--- src/design/scc_regs_pkg.sv ---
//----------------------------
// Register map, data word and control and status types of the sync block
// Imported by the register decoder, the sync engine and the top level
//----------------------------
package scc_regs_pkg;

    // Register word and byte address widths
    localparam int reg_data_w = 32;
    localparam int reg_addr_w = 8;

    typedef logic [reg_data_w-1:0] reg_data_t;
    typedef logic [reg_addr_w-1:0] reg_addr_t;

    // Byte offsets within the bank
    typedef enum reg_addr_t {
        SR        = 8'h00,
        CR        = 8'h04,
        CR_S      = 8'h08,
        CR_C      = 8'h0C,
        SYNC_EV   = 8'h10,
        SYNC_PRD  = 8'h14,
        ALIGN_EV0 = 8'h18,
        ALIGN_EV1 = 8'h1C,
        ALIGN_EV2 = 8'h20,
        ALIGN_EV3 = 8'h24,
        TEST0_EV  = 8'h28,
        TEST1_EV  = 8'h2C,
        TEST2_EV  = 8'h30,
        TEST3_EV  = 8'h34
    } reg_addr_e;

    // Control register, bit 0 is dds_clk_ena
    typedef struct packed {
        logic clk_sync_manual;
        logic dds_sync_ena;
        logic dds_clk_ena;
    } cr_t;

    // Status register
    // Upper four bits are sticky, lower three are live
    typedef struct packed {
        logic odd_shift;
        logic dc_changed;
        logic afe_down;
        logic clk_sync_loss;
        logic clk_sync_done;
        logic dds_sync_ena;
        logic dds_clk_ena;
    } sr_t;

endpackage

--- src/design/scc_event_pkg.sv ---
//----------------------------
// Timing event code and the event configuration and hit types
//----------------------------
package scc_event_pkg;

    localparam int event_w  = 8;
    // Align channels, and the same number of test channels
    localparam int ev_chans = 4;

    // Code 0 means no event
    typedef logic [event_w-1:0] event_t;

    typedef struct packed {
        event_t                  sync_code;
        event_t [ev_chans-1:0]   align_code;
        event_t [ev_chans-1:0]   test_code;
    } event_cfg_t;

    typedef struct packed {
        logic                    sync_hit;
        logic [ev_chans-1:0]     align_hit;
        logic [ev_chans-1:0]     test_hit;
    } event_hits_t;

endpackage

--- src/design/scc_reg_decode.sv ---
//----------------------------
// Register bank with strobe access and one-cycle read latency
// Holds control, event codes and the sticky status flags
//----------------------------
`timescale 1ns/100ps

module scc_reg_decode #(
    parameter int sync_prd_def = 64
) (
    input  logic                      clk,
    input  logic                      aresetn,
    input  logic                      reg_wr,
    input  logic                      reg_rd,
    input  scc_regs_pkg::reg_addr_t   reg_addr,
    input  scc_regs_pkg::reg_data_t   reg_wdata,
    output scc_regs_pkg::reg_data_t   reg_rdata,
    output logic                      reg_rvalid,
    input  logic                      dds_clk_ena_int,
    input  logic                      dds_sync_ena_int,
    input  logic                      sync_done,
    input  logic                      odd_shift_p,
    input  logic                      afe_init_done,
    input  logic                      dc_coarse_done,
    output scc_regs_pkg::cr_t         cr,
    output scc_regs_pkg::reg_data_t   sync_prd,
    output scc_event_pkg::event_cfg_t cfg,
    output logic                      llrf_sync_done
);
    import scc_regs_pkg::*;
    import scc_event_pkg::*;

    sr_t       sr;
    sr_t       wr_sr;
    cr_t       wr_cr;
    event_t    wr_code;
    reg_data_t rd_mux;

    // Sticky flags
    logic      odd_shift_f;
    logic      dc_changed_f;
    logic      afe_down_f;
    logic      sync_loss_f;

    // Previous levels for falling edge detection
    logic      afe_q;
    logic      dc_q;
    logic      done_q;

    assign wr_sr   = sr_t'(reg_wdata[$bits(sr_t)-1:0]);
    assign wr_cr   = cr_t'(reg_wdata[$bits(cr_t)-1:0]);
    assign wr_code = reg_wdata[$bits(event_t)-1:0];

    //----------------------------
    // Configuration writes
    //----------------------------
    always_ff @(posedge clk) begin
        if (!aresetn) begin
            cr       <= '0;
            sync_prd <= reg_data_t'(sync_prd_def);
            cfg      <= '0;
        end else if (reg_wr) begin
            case (reg_addr)
                CR:       cr <= wr_cr;
                CR_S:     cr <= cr | wr_cr;
                CR_C:     cr <= cr & ~wr_cr;
                SYNC_EV:  cfg.sync_code <= wr_code;
                SYNC_PRD: begin
                    // A zero period would stall the counter
                    if (reg_wdata != '0) begin
                        sync_prd <= reg_wdata;
                    end
                end
                default: ;
            endcase
            for (int i = 0; i < ev_chans; i++) begin
                if (reg_addr == reg_addr_t'(ALIGN_EV0 + 4 * i)) begin
                    cfg.align_code[i] <= wr_code;
                end
                if (reg_addr == reg_addr_t'(TEST0_EV + 4 * i)) begin
                    cfg.test_code[i] <= wr_code;
                end
            end
        end
    end

    //----------------------------
    // Read path
    //----------------------------
    always_comb begin
        rd_mux = '0;
        case (reg_addr)
            SR:             rd_mux = reg_data_t'(sr);
            CR, CR_S, CR_C: rd_mux = reg_data_t'(cr);
            SYNC_EV:        rd_mux = reg_data_t'(cfg.sync_code);
            SYNC_PRD:       rd_mux = sync_prd;
            default: ;
        endcase
        for (int i = 0; i < ev_chans; i++) begin
            if (reg_addr == reg_addr_t'(ALIGN_EV0 + 4 * i)) begin
                rd_mux = reg_data_t'(cfg.align_code[i]);
            end
            if (reg_addr == reg_addr_t'(TEST0_EV + 4 * i)) begin
                rd_mux = reg_data_t'(cfg.test_code[i]);
            end
        end
    end

    always_ff @(posedge clk) begin
        if (!aresetn) begin
            reg_rvalid <= 1'b0;
        end else begin
            reg_rvalid <= reg_rd;
        end
    end

    always_ff @(posedge clk) begin
        if (reg_rd) begin
            reg_rdata <= rd_mux;
        end
    end

    //----------------------------
    // Sticky status
    //----------------------------
    always_ff @(posedge clk) begin
        if (!aresetn) begin
            afe_q        <= 1'b0;
            dc_q         <= 1'b0;
            done_q       <= 1'b0;
            odd_shift_f  <= 1'b0;
            dc_changed_f <= 1'b0;
            afe_down_f   <= 1'b0;
            sync_loss_f  <= 1'b0;
        end else begin
            afe_q  <= afe_init_done;
            dc_q   <= dc_coarse_done;
            done_q <= sync_done;
            // Zero bits clear, ones keep
            if (reg_wr && reg_addr == SR) begin
                odd_shift_f  <= odd_shift_f & wr_sr.odd_shift;
                dc_changed_f <= dc_changed_f & wr_sr.dc_changed;
                afe_down_f   <= afe_down_f & wr_sr.afe_down;
                sync_loss_f  <= sync_loss_f & wr_sr.clk_sync_loss;
            end
            // New events win over a clear in the same cycle
            if (afe_q && !afe_init_done) begin
                afe_down_f <= 1'b1;
            end
            if (dc_q && !dc_coarse_done) begin
                dc_changed_f <= 1'b1;
            end
            if (done_q && !sync_done) begin
                sync_loss_f <= 1'b1;
            end
            if (odd_shift_p) begin
                odd_shift_f <= 1'b1;
                sync_loss_f <= 1'b1;
            end
        end
    end

    // Live bits, manual mode shows the CR enables
    always_comb begin
        sr.odd_shift     = odd_shift_f;
        sr.dc_changed    = dc_changed_f;
        sr.afe_down      = afe_down_f;
        sr.clk_sync_loss = sync_loss_f;
        sr.clk_sync_done = sync_done;
        sr.dds_sync_ena  = cr.clk_sync_manual ? cr.dds_sync_ena : dds_sync_ena_int;
        sr.dds_clk_ena   = cr.clk_sync_manual ? cr.dds_clk_ena : dds_clk_ena_int;
    end

    assign llrf_sync_done = sr.clk_sync_done;

    // Bus master issues one access per cycle
    a_no_rd_wr: assert property (@(posedge clk) disable iff (!aresetn)
        !(reg_wr && reg_rd));

endmodule

--- src/design/scc_event_match.sv ---
//----------------------------
// Compares the incoming event code with the configured sync, align and test codes
//----------------------------
`timescale 1ns/100ps

module scc_event_match (
    input  scc_event_pkg::event_t      ev,
    input  scc_event_pkg::event_cfg_t  cfg,
    output scc_event_pkg::event_hits_t hits
);
    import scc_event_pkg::*;

    // Unconfigured slots hold 0 and never match
    function automatic logic code_hit(input event_t code, input event_t ev_in);
        return code != '0 && code == ev_in;
    endfunction

    always_comb begin
        hits.sync_hit = code_hit(cfg.sync_code, ev);
        for (int i = 0; i < ev_chans; i++) begin
            hits.align_hit[i] = code_hit(cfg.align_code[i], ev);
            hits.test_hit[i]  = code_hit(cfg.test_code[i], ev);
        end
    end

endmodule

--- src/design/scc_sync_engine.sv ---
//----------------------------
// Sync period counter, DDS clock divider and automatic start-up sequencer
//----------------------------
`timescale 1ns/100ps

module scc_sync_engine (
    input  logic                       clk,
    input  logic                       aresetn,
    input  scc_event_pkg::event_hits_t hits,
    input  scc_regs_pkg::cr_t          cr,
    input  scc_regs_pkg::reg_data_t    sync_prd,
    input  logic                       evr_link_ok,
    input  logic                       afe_init_done,
    input  logic                       dc_coarse_done,
    output logic                       sync_strobe,
    output logic                       dds_clk,
    output logic                       dds_clk_ena_int,
    output logic                       dds_sync_ena_int,
    output logic                       sync_done,
    output logic                       odd_shift_p
);
    import scc_regs_pkg::*;

    typedef enum logic [2:0] {
        idle,
        wait_ready,
        clk_on,
        sync_on,
        done
    } seq_state_e;

    seq_state_e state;
    seq_state_e state_nxt;
    reg_data_t  cnt;
    logic       sync_ena;
    logic       auto_mode;
    logic       ready;

    assign auto_mode = !cr.clk_sync_manual;
    assign ready     = evr_link_ok && afe_init_done && dc_coarse_done;
    assign sync_ena  = auto_mode ? dds_sync_ena_int : cr.dds_sync_ena;

    //----------------------------
    // Period counter
    //----------------------------
    always_ff @(posedge clk) begin
        if (!aresetn) begin
            cnt <= sync_prd - 1'b1;
        end else if (cnt >= sync_prd) begin
            // Period was shortened under the counter
            cnt <= sync_prd - 1'b1;
        end else if (sync_ena) begin
            if (cnt == '0 || hits.sync_hit) begin
                cnt <= sync_prd - 1'b1;
            end else begin
                cnt <= cnt - 1'b1;
            end
        end
    end

    assign sync_strobe = sync_ena && cnt == '0;

    //----------------------------
    // DDS clock divider
    //----------------------------
    always_ff @(posedge clk) begin
        if (!aresetn) begin
            dds_clk <= 1'b0;
        end else if (hits.sync_hit) begin
            dds_clk <= 1'b0;
        end else begin
            dds_clk <= ~dds_clk;
        end
    end

    // Sync event landing on the wrong divider phase
    assign odd_shift_p = sync_done && hits.sync_hit && !dds_clk;

    //----------------------------
    // Start-up sequencer
    //----------------------------
    always_comb begin
        state_nxt = state;
        case (state)
            idle:       state_nxt = auto_mode ? wait_ready : idle;
            wait_ready: state_nxt = ready ? clk_on : wait_ready;
            clk_on:     state_nxt = sync_on;
            sync_on:    state_nxt = hits.sync_hit ? done : sync_on;
            default: ;
        endcase
        // Manual mode or a lost ready input restarts the bring-up
        if (!auto_mode || (dds_clk_ena_int && !ready)) begin
            state_nxt = idle;
        end
    end

    always_ff @(posedge clk) begin
        if (!aresetn) begin
            state <= idle;
        end else begin
            state <= state_nxt;
        end
    end

    assign dds_clk_ena_int  = state inside {clk_on, sync_on, done};
    assign dds_sync_ena_int = state inside {sync_on, done};
    assign sync_done        = state == done;

    // Holds once the period register has settled
    a_cnt_range: assert property (@(posedge clk) disable iff (!aresetn)
        $stable(sync_prd) |-> cnt <= sync_prd - 1'b1);

endmodule

--- src/design/scc_pulse_out.sv ---
//----------------------------
// Forms the sync pulse, stretches the x2 and test pulses and gates the DDS clock
//----------------------------
`timescale 1ns/100ps

module scc_pulse_out #(
    parameter int pulse_width = 2
) (
    input  logic                               clk,
    input  logic                               aresetn,
    input  logic                               sync_strobe,
    input  scc_event_pkg::event_hits_t         hits,
    input  logic                               dds_clk,
    input  logic                               dds_clk_ena,
    output logic                               sync,
    output logic                               sync_x2,
    output logic                               align_x2,
    output logic [scc_event_pkg::ev_chans-1:0] test_out,
    output logic                               dds_clk_out
);
    import scc_event_pkg::*;

    // Channel order: sync_x2, align_x2, then the test channels
    localparam int n_str = ev_chans + 2;
    localparam int cnt_w = $clog2(pulse_width + 1);

    typedef logic [cnt_w-1:0] width_cnt_t;

    logic [n_str-1:0] trig;
    logic [n_str-1:0] str_out;
    width_cnt_t       str_cnt [n_str];

    assign trig = {hits.test_hit, |hits.align_hit, sync_strobe};

    // Retrigger restarts the full width
    always_ff @(posedge clk) begin
        if (!aresetn) begin
            str_cnt <= '{default: '0};
        end else begin
            for (int i = 0; i < n_str; i++) begin
                if (trig[i]) begin
                    str_cnt[i] <= width_cnt_t'(pulse_width);
                end else if (str_cnt[i] != '0) begin
                    str_cnt[i] <= str_cnt[i] - 1'b1;
                end
            end
        end
    end

    always_comb begin
        for (int i = 0; i < n_str; i++) begin
            str_out[i] = str_cnt[i] != '0;
        end
    end

    assign sync_x2  = str_out[0];
    assign align_x2 = str_out[1];
    assign test_out = str_out[n_str-1:2];

    always_ff @(posedge clk) begin
        if (!aresetn) begin
            sync        <= 1'b0;
            dds_clk_out <= 1'b0;
        end else begin
            sync        <= sync_strobe;
            dds_clk_out <= dds_clk_ena && dds_clk;
        end
    end

endmodule

--- src/design/scc_top.sv ---
//----------------------------
// Sync and clock control top level
// Wires registers, event matcher, sync engine and pulse stage
//----------------------------
`timescale 1ns/100ps

module scc_top #(
    parameter int sync_prd_def = 64,
    parameter int pulse_width  = 2
) (
    input  logic                               clk,
    input  logic                               aresetn,
    input  logic                               reg_wr,
    input  logic                               reg_rd,
    input  scc_regs_pkg::reg_addr_t            reg_addr,
    input  scc_regs_pkg::reg_data_t            reg_wdata,
    output scc_regs_pkg::reg_data_t            reg_rdata,
    output logic                               reg_rvalid,
    input  scc_event_pkg::event_t              ev,
    input  logic                               afe_init_done,
    input  logic                               evr_link_ok,
    input  logic                               dc_coarse_done,
    output logic                               llrf_sync_done,
    output logic                               sync,
    output logic                               sync_x2,
    output logic                               align_x2,
    output logic [scc_event_pkg::ev_chans-1:0] test_out,
    output logic                               dds_clk_out
);
    import scc_regs_pkg::*;
    import scc_event_pkg::*;

    cr_t         cr;
    reg_data_t   sync_prd;
    event_cfg_t  cfg;
    event_hits_t hits;
    logic        sync_strobe;
    logic        dds_clk;
    logic        dds_clk_ena_int;
    logic        dds_sync_ena_int;
    logic        dds_clk_ena;
    logic        sync_done;
    logic        odd_shift_p;

    // Output clock gate follows CR in manual mode
    assign dds_clk_ena = cr.clk_sync_manual ? cr.dds_clk_ena : dds_clk_ena_int;

    scc_reg_decode #(
        .sync_prd_def(sync_prd_def)
    ) reg_decode_i (
        .clk              (clk),
        .aresetn          (aresetn),
        .reg_wr           (reg_wr),
        .reg_rd           (reg_rd),
        .reg_addr         (reg_addr),
        .reg_wdata        (reg_wdata),
        .reg_rdata        (reg_rdata),
        .reg_rvalid       (reg_rvalid),
        .dds_clk_ena_int  (dds_clk_ena_int),
        .dds_sync_ena_int (dds_sync_ena_int),
        .sync_done        (sync_done),
        .odd_shift_p      (odd_shift_p),
        .afe_init_done    (afe_init_done),
        .dc_coarse_done   (dc_coarse_done),
        .cr               (cr),
        .sync_prd         (sync_prd),
        .cfg              (cfg),
        .llrf_sync_done   (llrf_sync_done)
    );

    scc_event_match event_match_i (
        .ev   (ev),
        .cfg  (cfg),
        .hits (hits)
    );

    scc_sync_engine sync_engine_i (
        .clk              (clk),
        .aresetn          (aresetn),
        .hits             (hits),
        .cr               (cr),
        .sync_prd         (sync_prd),
        .evr_link_ok      (evr_link_ok),
        .afe_init_done    (afe_init_done),
        .dc_coarse_done   (dc_coarse_done),
        .sync_strobe      (sync_strobe),
        .dds_clk          (dds_clk),
        .dds_clk_ena_int  (dds_clk_ena_int),
        .dds_sync_ena_int (dds_sync_ena_int),
        .sync_done        (sync_done),
        .odd_shift_p      (odd_shift_p)
    );

    scc_pulse_out #(
        .pulse_width(pulse_width)
    ) pulse_out_i (
        .clk         (clk),
        .aresetn     (aresetn),
        .sync_strobe (sync_strobe),
        .hits        (hits),
        .dds_clk     (dds_clk),
        .dds_clk_ena (dds_clk_ena),
        .sync        (sync),
        .sync_x2     (sync_x2),
        .align_x2    (align_x2),
        .test_out    (test_out),
        .dds_clk_out (dds_clk_out)
    );

endmodule

--- config.mk ---
export PLATFORM = sky130hd
export DESIGN_NAME = scc_top
export DESIGN_NICKNAME = d
export VERILOG_FILES = /design/src/design/scc_regs_pkg.sv /design/src/design/scc_event_pkg.sv /design/src/design/scc_reg_decode.sv /design/src/design/scc_event_match.sv /design/src/design/scc_sync_engine.sv /design/src/design/scc_pulse_out.sv /design/src/design/scc_top.sv
export SDC_FILE = /design/constraint.sdc
export NUM_CORES = 1
export LEC_CHECK = 0
export BUFFER_PORTS_ARGS = -buffer_cell sky130_fd_sc_hd__buf_2
export CAP_MARGIN = 40
export CORE_MARGIN = 2
export CORE_UTILIZATION = 50
export DETAILED_ROUTE_END_ITERATION = 12
export PLACE_DENSITY = 0.73
export SYNTH_ARGS = -nofsm -noshare
export SYNTH_HDL_FRONTEND = slang
export SYNTH_HIERARCHICAL = 1
export SYNTH_SLANG_ARGS = --single-unit
export TNS_END_PERCENT = 30
--- constraint.sdc ---
create_clock -name clk -period 3.5 [get_ports clk]
set_clock_uncertainty 0.15 [all_clocks]
set_input_delay 0 -clock clk [delete_from_list [all_inputs] [get_ports clk]]
set_output_delay 0 -clock clk [all_outputs]
set_load 0.01 [all_outputs]
* Word-level counts from Yosys, hierarchy flattened
Index checks and enable logic that the tools add are counted.
** Storage, ports and cells
- Output and inout port bits :: 42
- Word-level logic and storage cells :: 208
- Bits in registers :: 197
- Bits of input ports :: 55
** Operators by class
- $add $sub $neg :: 8
- Reductions and logical operators :: 82
- Eq/ne operators :: 27
- Bitwise operators :: 9
- $lt $le $gt $ge :: 1
- Multiplexer cells :: 41
** Operator list (number)
- 32-bit two-way mux :: 4
- 32-bit case mux with 4 select lines :: 1
- 8-bit equality test :: 9
- 8-bit nonzero test :: 9
- 8-bit two-way mux :: 8
- 32-bit by 1-bit subtractor with 32-bit output, second input constant :: 2
- 8-bit by 6-bit equality test with 1-bit output, second input constant :: 6
- 8-bit by 5-bit equality test with 1-bit output, second input constant :: 4
- 32-bit greater-or-equal comparator :: 1
- 32-bit zero test :: 1
- 2-bit nonzero test :: 16
- 32-bit nonzero test :: 1
- 2-bit two-way mux :: 13
- 1-bit logical AND :: 20
- 2-bit AND reduction :: 10
- 8-bit by 4-bit equality test with 1-bit output, second input constant :: 2
- 2-bit OR reduction :: 7
- 1-bit two-way mux :: 12
- 3-bit case mux with 4 select lines :: 1
- 2-bit by 1-bit subtractor with 2-bit output, second input constant :: 6
- 3-bit case mux with 3 select lines :: 1
- 3-bit nonzero test :: 3
- 8-bit by 3-bit equality test with 1-bit output, second input constant :: 1
- 8-bit zero test :: 1
- other kinds (19) :: 29

* Logic depth before layout (Yosys ltp)
Gate-level depths: netlist of the first run.
- Depth in word-level cells :: 12
- Mapped depth :: 9
- Mapped depth without buffers :: 8

* By module
Netlist of the first run, hierarchy kept.
** By module, submodules not included
- scc_reg_decode :: area each 6708.9 µm², cells an instance 664, times used 1, seq. area each 3263.1 µm²
- scc_sync_engine :: area each 3485.8 µm², cells an instance 382, times used 1, seq. area each 1041.0 µm²
- scc_event_match :: area each 1033.5 µm², cells an instance 125, times used 1, seq. area each 0.0 µm²
- scc_pulse_out :: area each 481.7 µm², cells an instance 43, times used 1, seq. area each 280.3 µm²
- scc_top :: area each 15.0 µm², cells an instance 1, times used 1, seq. area each 0.0 µm²

* Worst setup path after synthesis of the first run
No wires, ideal clock.
- Path kind :: reg-to-reg
- Start :: register sync_engine_i.cnt[0]
- End :: register sync_engine_i.cnt[10], data pin
- Data arrival time :: 2514 ps
- Stages on the path, launching flop included :: 10
- Data required time :: 3085 ps
- Setup time :: 265 ps
- Path buffers :: 1
- Path slack :: 571 ps
- Period minus slack after synthesis :: 2929 ps
- Cells stage by stage :: edfxtp_1 inv_1 ha_1 nand2b_1 a2111oi_0 nor4b_1 o311a_1 nor4b_2 buf_2 mux2i_1
** On the way
- Cells in the longest elaborated chain, start to end :: 6
- Elaborated cells on any way between the ends :: 8
- Classes of those cells :: add/sub: 1; order compare: 1; mux: 4; reduce/logical: 2
** RTL lines
- start: declaration :: RTL line scc_sync_engine.sv:34 : reg_data_t cnt;
- start signal: assignment :: RTL line scc_sync_engine.sv:48 : cnt <= sync_prd - 1'b1;
- start signal: assignment :: RTL line scc_sync_engine.sv:51 : cnt <= sync_prd - 1'b1;
- start signal: assignment :: RTL line scc_sync_engine.sv:54 : cnt <= sync_prd - 1'b1;
- branches (longest 4 deep; another with 32-bit by 1-bit subtractor with 32-bit output)
- 32-bit two-way mux (*) :: RTL line scc_sync_engine.sv:49 : end else if (cnt >= sync_prd) begin
- 32-bit two-way mux (*) :: RTL line scc_sync_engine.sv:47 : if (!aresetn) begin
Mark *: on every way between the ends. The select of a mux whose other input is x is not followed.
A chain may end at the register's enable or synchronous reset.

* Final worst setup path of the first run
- Start :: register sync_engine_i.cnt[0]
- End :: register sync_engine_i.cnt[9], data pin
The elaborated chain is that of the path after synthesis.

==> metrics, run 1 <==
Slew Limit Fails 0; Post-Synthesis Cells 1215; post-placement cell count 1579; Req. time, crit path 3.63 ns; Die X-Extent 157 microns; Fill cells 2010; initial antenna violation count 0; layout cells sized above 1 0.142; clock transition at the registers of the reported paths 0.08 ns; Setup crit start kind flip-flop; Seq. cell area 4580 sq um; Starting Density 0.504; Post-CTS Setup Bufs 0; multi-input combinational cell area 6700 sq um; Root Driver clkbuf_16; peak supply drop 0.000306 V; worst skew pair latency 0.44 ns; Max clock buf depth 2; Total Wirelength 33.9 mm; Yosys Warn Count 6; critical path class flip-flop to flip-flop; Die H 157 microns; Fin Hold WS 0.0119 ns; area share of the largest cell type after synthesis 0.227; total CTS buffers 17; Leak 5.29 nW; GRT overflow 0; RSZ-0062 raised after global routing false; clk sinks 197; # port buffers 96; Placer Congestion 0.935; post-synthesis async set-or-reset flop share 0; post-DR wirelength/cell 20.6 microns; net count after synthesis 1305; CTS tree done; Syn Area/Cell 9.65 sq um; final hold violation count 0; Die ar. 24700 sq um; Tcrit/Tclk final 0.926; Netlist cell types 70; Main synth FF type dfxtp_1; top cells by area, synth dfxtp_1 (23%), edfxtp_1 (16%), mux2i_1 (11%); most common cell in the synthesized netlist dfxtp_1; top cells by count, synth dfxtp_1 (133), mux2i_1 (124), nor2b_1 (101); Max Clock Freq 0.309 GHz; synthesized area 11700 sq um; fin nets 1404; Layout Cells excl Fill 1646; worst min path class input pin to flip-flop; remaining antenna violation count 0; first-pass GRT wire length 53.2 mm; flops & latches, synth 197; router iterations before antenna repair 5; Pwr Density 443 nW/um^2; Total GRT Usage 0.277; largest net degree at the start of global routing 77; maxcap violations 0; DR vias/cell 6.03; critical-path maximum fanout 9; area delta synth->final 14.3%; final setup vio count 0; Post-route DRC 0; Initial DRC Count 1020; number of flops mapped to enable cells by yosys 64; # rows 56; max-slew headroom at the worst pin 0.381; Synth area leader dfxtp_1; vias in the first global route 9773; sequential share of the synthesized area 0.391; actual slew at the worst max-slew pin 0.921 ns; CORE AREA 23300 sq um; setup TNS 0 ns; Ports 97; status complete, no violations; CP endpoint kind flip-flop; Detailed Place HPWL 23.0 mm; Inserted Diodes 0; critical path arrival 3.37 ns; H-tree depth 4; Tmin final 3.24 ns; DR vias 9927
==> layout by cell type, fill, tap and decap left out, types with 23 or more instances in the layout <==
master         count
xor2_1            37
buf_2             95
edfxtp_1          64
dfxtp_1          133
ha_1              35
dlygate4sd3_1     35
a21oi_1           39
nor2b_1          101
nor4_1            41
nand3_1           49
nand4_1           23
nand2_1           55
mux2i_1          124
inv_1             41
xnor2_1           91
o21ai_0           33
nor2_1            49
and3_1            27
==> cell families (layout without fill, tap and decap cells) <==
group	after synthesis	count (layout)	share of synthesized area
AOI/OAI and AO/OA	172	172	0.0986
xor gates and xnor gates	128	128	0.0956
adders and majority gates	35	35	0.0373
buffers and inverters	112	224	0.0420
DFF	197	197	0.391
muxes	127	127	0.109
and+or+nand+nor	444	444	0.226
==> layout make-up <==
type / count / area share
Inverter: 41 / 0.0115
Sequential cell: 197 / 0.342
Timing Repair Buffer: 151 / 0.0752
Tap cell: 319 / 0.0298
Multi-Input combinational cell: 906 / 0.499
Clock inverter: 15 / 0.0105
Clock buffer: 17 / 0.0317
==> flip-flops by register name (all words and copies together), names as in the netlist <==
| register | count |
|---|---|
| reg_decode_i/cr | 3 |
| sync_engine_i/state | 3 |
| sync_engine_i/cnt | 32 |
| reg_decode_i/odd_shift_f | 1 |
| reg_decode_i/afe_q | 1 |
| reg_decode_i/reg_rvalid | 1 |
| reg_decode_i/done_q | 1 |
| pulse_out_i/sync | 1 |
| pulse_out_i/dds_clk_out | 1 |
| pulse_out_i/str_cnt | 12 |
| reg_decode_i/dc_changed_f | 1 |
| reg_decode_i/sync_loss_f | 1 |
| reg_decode_i/dc_q | 1 |
| reg_decode_i/afe_down_f | 1 |
| sync_engine_i/dds_clk | 1 |
| reg_decode_i/reg_rdata | 32 |
| reg_decode_i/sync_prd | 32 |
| reg_decode_i/cfg | 72 |
==> path summary, 6_finish.rpt <==
kind | to | startpoint | cells after the start | slack (ns)
max reg2reg | sync_engine_i/cnt[9] | sync_engine_i/cnt[0] | 9 | 0.26
max | sync_engine_i/cnt[9] | sync_engine_i/cnt[0] | 9 | 0.26
min reg2reg | pulse_out_i/str_cnt[2] | pulse_out_i/str_cnt[2] | 1 | 0.29
min | reg_decode_i/reg_rdata[14] | reg_rd | 1 | 0.01
==> per-stage QoR <==
| step | cell area (sq um) | utilization | worst slack (ns) | total power [mW] |
|---|---|---|---|---|
| after global routing | 13400 | 0.576 | 0.0367 | 6.19 |
| after CTS | 13400 | 0.576 | 0.329 | 5.95 |
| final | 13400 | 0.576 | 0.259 | 5.93 |
| after detailed placement | 12500 | 0.537 | 0.541 | 4.00 |
| after global placement | 12500 | 0.537 | 0.612 | 3.97 |
| after floorplan | 11700 | - | 0.571 | 3.61 |
==> worst max-delay path: stages (launching register included) <==
cell,delay [ns]
edfxtp_1,0.45
inv_1,0.15
ha_1,0.24
nand2b_1,0.15
a2111oi_0,0.59
nor4b_1,0.13
o311a_1,0.36
nor4b_4,0.36
buf_4,0.27
mux2i_1,0.23
==> layer usage <==
layer | wire (microns) | vias up | share of wire | GRT usage
met5 | 0 | - | 0 | 0
met4 | 1390 | 0 | 0.041 | 0.126
met3 | 2140 | 100 | 0.063 | 0.0388
met2 | 16400 | 444 | 0.48 | 0.474
met1 | 13900 | 4779 | 0.41 | 0.348
li1 | - | 4604 | - | -
==> power breakdown <==
group | internal, mW | total [mW] | switching (mW) | leakage (nW)
clock network | 0.947 | 1.93 | 0.982 | 0.270
logic | 0.562 | 1.29 | 0.731 | 3.28
registers | 2.55 | 2.71 | 0.160 | 1.74
==> what timing repair did <==
action	CTS	global route
gates resized for setup	0	0
hold buffers	35	0
hold endpoints to repair	114	0
Power figures use the tool's default switching activity.
==> run 2, diff against run 1 <==
CORE_ASPECT_RATIO = 0.7   (was default)
PLACE_DENSITY = 0.75   (was 0.73)
clock period = 2.6 ns   (was 3.5 ns; I/O delays follow)
==> metrics, run 2 (same netlist as run 1, synthesis figures left out) <==
status finished with violations; failing checks setup timing; Inserted Diodes 0 (unchanged); Final WS setup -0.220 ns (-0.479 ns); Fill cells 1855 (-7.7%); final hold violation count 0 (unchanged); DR top layer met4; Worst Hold Endpoint reg_decode_i/odd_shift_f; Design Power 8.68 mW (+46%); Root Driver clkbuf_16; CP Cell Sequence or4_4 -> or4_4 -> or4_4 -> nor4_4 -> xnor2_1 -> mux2i_1; WL met1 17.1 mm (+23%); max-slew headroom at the worst pin 0.473 (+0.0919); R2R Setup Slk -0.22 ns (-0.48 ns); largest net degree at the start of global routing 85 (+10%); hold path cells 4 (+3); Tcrit/Tclk final 1.08 (+0.159); remaining antenna violation count 0 (unchanged); vias in the first global route 9976 (+2.1%); reg2reg start sync_engine_i/cnt[17]; initial antenna violation count 0 (unchanged); final instance area 14600 sq um (+9.2%); worst skew pair latency 0.45 ns (about the same); CORE AREA 22800 sq um (-1.8%); critical path arrival 2.87 ns (-0.50 ns); Die H 132 microns (-16%); Req. time, crit path 2.65 ns (-0.98 ns); hold path startpoint reg_wr; Leak 5.99 nW (+13%); DR vias/cell 5.94 (-1.5%); Post-route DRC 0 (unchanged); Die X-Extent 187 microns (+19%); Top reg by flops reg_decode_i/cfg; Max clock buf depth 2 (unchanged); Placer Congestion 0.991 (+6.0%); placed cell areas 13500 sq um (+8.4%); H-tree depth 4 (unchanged); most frequent cells in the layout buf_4 (145), dfxtp_1 (132), mux2i_1 (122); critical path class flip-flop to flip-flop; most frequent cell on the critical path or4_4; peak supply drop 0.000511 V (+67%); Post-Place Worst Slack -0.213 ns (-0.754 ns); GRT overflow 0 (unchanged); CP peak stage delay 0.59 ns (about the same); Die ar. 24700 sq um (about the same); Slew Limit Fails 0 (unchanged); Max Clock Freq 0.355 GHz (+15%); clock transition at the registers of the reported paths 0.08 ns (about the same); # port buffers 96 (unchanged); Total Wirelength 37.1 mm (+9.6%); CTS tree done; worst min path class input pin to flip-flop; met2 routed wirelength 15.4 mm (-6.1%); maxcap violations 0 (unchanged); Slowest-stage cell, CP or4_4; Initial DRC Count 1258 (+23%); Total GRT Usage 0.296 (+0.0188); Worst Reg-to-Reg Cells 6 (-3); Ports 97 (unchanged); actual slew at the worst max-slew pin 0.784 ns (-0.137 ns); RSZ-0062 raised after global routing true; Largest register FFs 72 (unchanged); first-pass GRT wire length 57.0 mm (+7.2%); reg2reg end sync_engine_i/cnt[25]; critical-path maximum fanout 6 (-3); DR vias 10530 (+6.1%); Starting Density 0.513 (+0.00911); Pwr Density 593 nW/um^2 (+34%); layout cells sized above 1 0.236 (+0.0939); most common cell after layout, fill and taps aside buf_4; Met3 Routed Length 3.78 mm (+77%); setup TNS -4.06 ns (-4.06 ns); total CTS buffers 17 (unchanged); CP endpoint kind flip-flop; fin nets 1537 (+9.5%); Tmin final 2.82 ns (-0.421 ns); clk sinks 197 (unchanged); Detailed Place HPWL 26.6 mm (+16%); Setup crit start kind flip-flop; # rows 46 (-18%); router iterations before antenna repair 6 (+1); post-DR wirelength/cell 21.0 microns (+1.8%); final setup vio count 33 (+33); area delta synth->final 24.8%
-- run 2: cell types whose count changed in the layout (fill, tap and decap cells not counted), sizes merged --
cell         change
buf            +131
inv              -4
clkinv           +3
clkbuf           +2
dlygate4sd3      +2
clkinvlp         -1
-- run 2: what timing repair did --
action,in CTS,in global routing
buffers inserted,0,1
pin swaps,1,1
hold buffers,37,0
hold endpoints to repair,139,0
endpoints found under the setup margin,65,65
resized for setup,11,12
-- run 2: worst max path at each step --
stage,start,to,slack (ns),cells after the start
after global placement,reg_decode_i/sync_prd[0],sync_engine_i/cnt[30],-0.20,10
after detailed placement,reg_decode_i/sync_prd[0],sync_engine_i/cnt[30],-0.21,10
after floorplan,sync_engine_i/cnt[17],sync_engine_i/cnt[25],-0.18,7
after CTS,sync_engine_i/cnt[17],sync_engine_i/cnt[25],-0.20,6
after global routing,sync_engine_i/cnt[17],sync_engine_i/cnt[25],-0.28,6
final,sync_engine_i/cnt[17],sync_engine_i/cnt[25],-0.22,6
-- run 2: layout make-up --
cell class | instances | area [sq um] | share of cell area
Timing Repair Buffer | 284 | 2060 | 0.141
Clock buffer | 19 | 464 | 0.0317
Inverter | 41 | 154 | 0.0105
Multi-Input combinational cell | 906 | 6870 | 0.470
Clock inverter | 13 | 113 | 0.00769
Sequential cell | 197 | 4590 | 0.313
Tap cell | 312 | 390 | 0.0267
-- run 2: metal layers --
layer / up-vias / global-route usage
li1: 4863 / -
met1: 5043 / 0.443
met2: 568 / 0.426
met3: 56 / 0.0602
met4: 0 / 0.0926
met5: - / 0
-- run 2: stage by stage --
| stage | hold WS (ns) | utilization | instances |
|---|---|---|---|
| after floorplan | -0.0375 | - | 1215 |
| after global placement | 0.0846 | 0.592 | 1701 |
| after detailed placement | 0.0914 | 0.592 | 1702 |
| after CTS | 0.0447 | 0.637 | 1771 |
| after global routing | 0.0858 | 0.641 | 1772 |
| final | 0.0906 | 0.641 | 1772 |
-- run 2: critical path: cells and delay by family (launching register included) --
family	cells	cell delay (ns)
XOR/XNOR	1	0.14
multiplexers	1	0.09
flip-flops	1	0.40
AND/OR/NAND/NOR	4	1.78
-- run 2: power by group --
part	leakage [nW]	internal [mW]	switching, mW	total [mW]
Combinational	3.97	1.20	1.32	2.52
Sequential	1.74	3.43	0.106	3.54
Clock	0.282	1.34	1.29	2.63
Total	5.99	5.96	2.72	8.68
==> run 3, diff against run 2 <==
ABC_AREA = 1   (was default)
==> metrics, run 3 <==
status complete, no violations; post-DR wirelength/cell 17.5 microns (-16%); clock transition at the registers of the reported paths 0.07 ns (about the same); Die X-Extent 195 microns (+4.5%); critical-path maximum fanout 19 (+13); Fill cells 2343 (+26%); DR vias/cell 5.47 (-7.9%); fin nets 2098 (+36%); critical path class flip-flop to flip-flop; Main synth FF type dfxtp_1; Worst Reg-to-Reg Cells 11 (+5); Total GRT Usage 0.306 (+0.00942); Slew Limit Fails 0 (unchanged); Pwr Density 603 nW/um^2 (+1.7%); layout cells sized above 1 0.157 (-0.0783); switching pwr 3.07 mW (+13%); Max Clock Freq 0.403 GHz (+14%); Tmin final 2.48 ns (-0.336 ns); clk sinks 197 (unchanged); CP endpoint kind flip-flop; area share of the largest cell type after synthesis 0.207 (-0.0196); Largest register FFs 72 (unchanged); total CTS buffers 17 (unchanged); number of flops mapped to enable cells by yosys 64 (unchanged); hold path cells 8 (+4); most common cell in the synthesized netlist nand2_1; Syn Area/Cell 6.88 sq um (-29%); Ports 97 (unchanged); setup TNS 0 ns (+4.06 ns); Placer Congestion 0.976 (-1.5%); final setup vio count 0 (-100%); most frequent cells in the layout nand2_1 (458), nor2_1 (316), inv_1 (233); # rows 49 (+6.5%); final instance area 14700 sq um (+0.18%); Post-route DRC 0 (unchanged); max-slew headroom at the worst pin 0.460 (-0.0125); final hold violation count 0 (unchanged); RSZ-0062 raised after global routing false; sequential fraction of design power 0.420 (+0.013); area delta synth->final 14.3%; Leak 6.46 nW (+7.7%); top cells by count, synth nand2_1 (458), nor2_1 (317), inv_1 (233); Inserted Diodes 0 (unchanged); post-synthesis async set-or-reset flop share 0 (unchanged); worst skew pair latency 0.45 ns (about the same); actual slew at the worst max-slew pin 0.810 ns (+0.0260 ns); post-placement cell count 2276 (+34%); Die ar. 27000 sq um (+9.2%); sequential share of the synthesized area 0.357 (-0.0338); multi-input combinational cell area 6840 sq um (-0.46%); placed cell areas 13700 sq um (+1.0%); H-tree depth 4 (unchanged); Initial DRC Count 1832 (+46%); Yosys Warn Count 6 (unchanged); worst min path class input pin to flip-flop; peak supply drop 0.000526 V (+2.9%); initial antenna violation count 0 (unchanged); Layout Cells excl Fill 2352 (+33%); GRT overflow 0 (unchanged); Top reg by flops reg_decode_i/cfg; CTS tree done; flops & latches, synth 197 (unchanged); Int Pwr 5.77 mW (-3.2%); vias in the first global route 11510 (+15%); Sw Share 0.347 (+0.0342); CORE AREA 25400 sq um (+11%); largest net degree at the start of global routing 77 (-9.4%); clock power share 0.293 (-0.010); net count after synthesis 1954 (+50%); Netlist cell types 49 (-30%); Die H 138 microns (+4.5%); most common cell after layout, fill and taps aside nand2_1; Post-Synthesis Cells 1864 (+53%); Util after Layout 0.576 (-0.0643); Total Wirelength 41.2 mm (+11%); maxcap violations 0 (unchanged); # port buffers 96 (unchanged); critical path arrival 2.48 ns (-0.39 ns); Design Power 8.85 mW (+1.9%); Max clock buf depth 2 (unchanged); DR vias 12877 (+22%); Starting Density 0.504 (-0.00874); top cells by area, synth dfxtp_1 (21%), edfxtp_1 (15%), nand2_1 (13%); Tcrit/Tclk final 0.956 (-0.129); router iterations before antenna repair 5 (-1); Seq. cell area 4590 sq um (unchanged); Setup crit start kind flip-flop; Gate power share 0.287 (-0.003); first-pass GRT wire length 63.6 mm (+12%); Detailed Place HPWL 30.4 mm (+14%); Synth area leader dfxtp_1; Req. time, crit path 2.60 ns (-0.05 ns); remaining antenna violation count 0 (unchanged); synthesized area 12800 sq um (+9.5%); Root Driver clkbuf_16
[run 3: changes by cell type after synthesis, sizes merged, moves of 47 or more]
cell | before | now
nor2b | 101 | 0
nand3 | 49 | 96
inv | 41 | 248
nor2 | 51 | 345
o21ai | 33 | 105
nand2 | 55 | 516
xnor2 | 91 | 15
a21oi | 39 | 88
nor4 | 53 | 6
mux2i | 124 | 0
[run 3: power by group through the flow]
| stage | logic, mW | registers (mW) | clock network [mW] |
|---|---|---|---|
| 6_report | 2.54 | 3.72 | 2.59 |
| 5_1_grt | 2.81 | 3.74 | 2.74 |
| 4_1_cts | 2.49 | 3.71 | 2.61 |
| 3_5_place_dp | 2.43 | 3.78 | 0 |
| 3_3_place_gp | 2.39 | 3.77 | 0 |
| 2_1_floorplan | 1.77 | 3.73 | 0 |
[run 3: path summary, 6_finish.rpt]
check                                              from                 endpoint  slack (ns)
worst min register to register  pulse_out_i/str_cnt[10]  pulse_out_i/str_cnt[10]        0.29
worst max-delay path              sync_engine_i/cnt[15]     sync_engine_i/cnt[6]        0.12
worst max register to register    sync_engine_i/cnt[15]     sync_engine_i/cnt[6]        0.12
worst min-delay path                        reg_addr[1]       reg_decode_i/cr[2]        0.02
[run 3: area by class of cell]
type,instances,share of cell area
timing repair buffer,185,0.0892
clock buffer,23,0.0320
clock inverter,9,0.00538
multi-input combinational,1358,0.467
tap,331,0.0282
sequential,197,0.313
inverter,249,0.0658
[run 3: cells by family (layout without fill, tap and decap cells)]
group                      count (synthesis)  count (layout)  share of synthesized area
AOI/OAI and AO/OA                        221             221                      0.101
xor gates and xnor gates                  71              71                     0.0485
adders and majority gates                 35              35                     0.0341
buffers and inverters                    309             466                      0.110
DFF                                      197             197                      0.357
and+or+nand+nor                         1031            1031                      0.349
[run 3: per-stage QoR]
step	setup slack, ns	hold WS [ns]
final	0.116	0.0206
after global routing	0.00432	0.0251
after CTS	0.148	0.00656
after detailed placement	0.173	0.0628
after global placement	0.207	0.0613
after floorplan	0.0996	-0.0565
[run 3: worst max-delay path: stages, from the launching register on]
cell      delay (ns)
edfxtp_1        0.46
ha_1            0.33
nand2_1         0.09
nor2_1          0.18
nand2_1         0.10
nor2_1          0.12
nor2_1          0.06
nand2_1         0.09
nand2_1         0.11
buf_4           0.18
nand3_2         0.11
buf_12          0.19
[run 3: repair_timing]
action                                  CTS  global route
hold buffers                             44             0
hold endpoints to repair                119             0
gates resized for setup                   0             2
buffers inserted                          0             0
endpoints found under the setup margin    0            16
[run 3: layer usage]
layer | GRT usage | vias to the layer above | routed length, microns
li1 | - | 6159 | -
met1 | 0.469 | 5922 | 18900
met2 | 0.417 | 744 | 16100
met3 | 0.0864 | 52 | 5570
met4 | 0.0731 | 0 | 661
met5 | 0 | - | 0
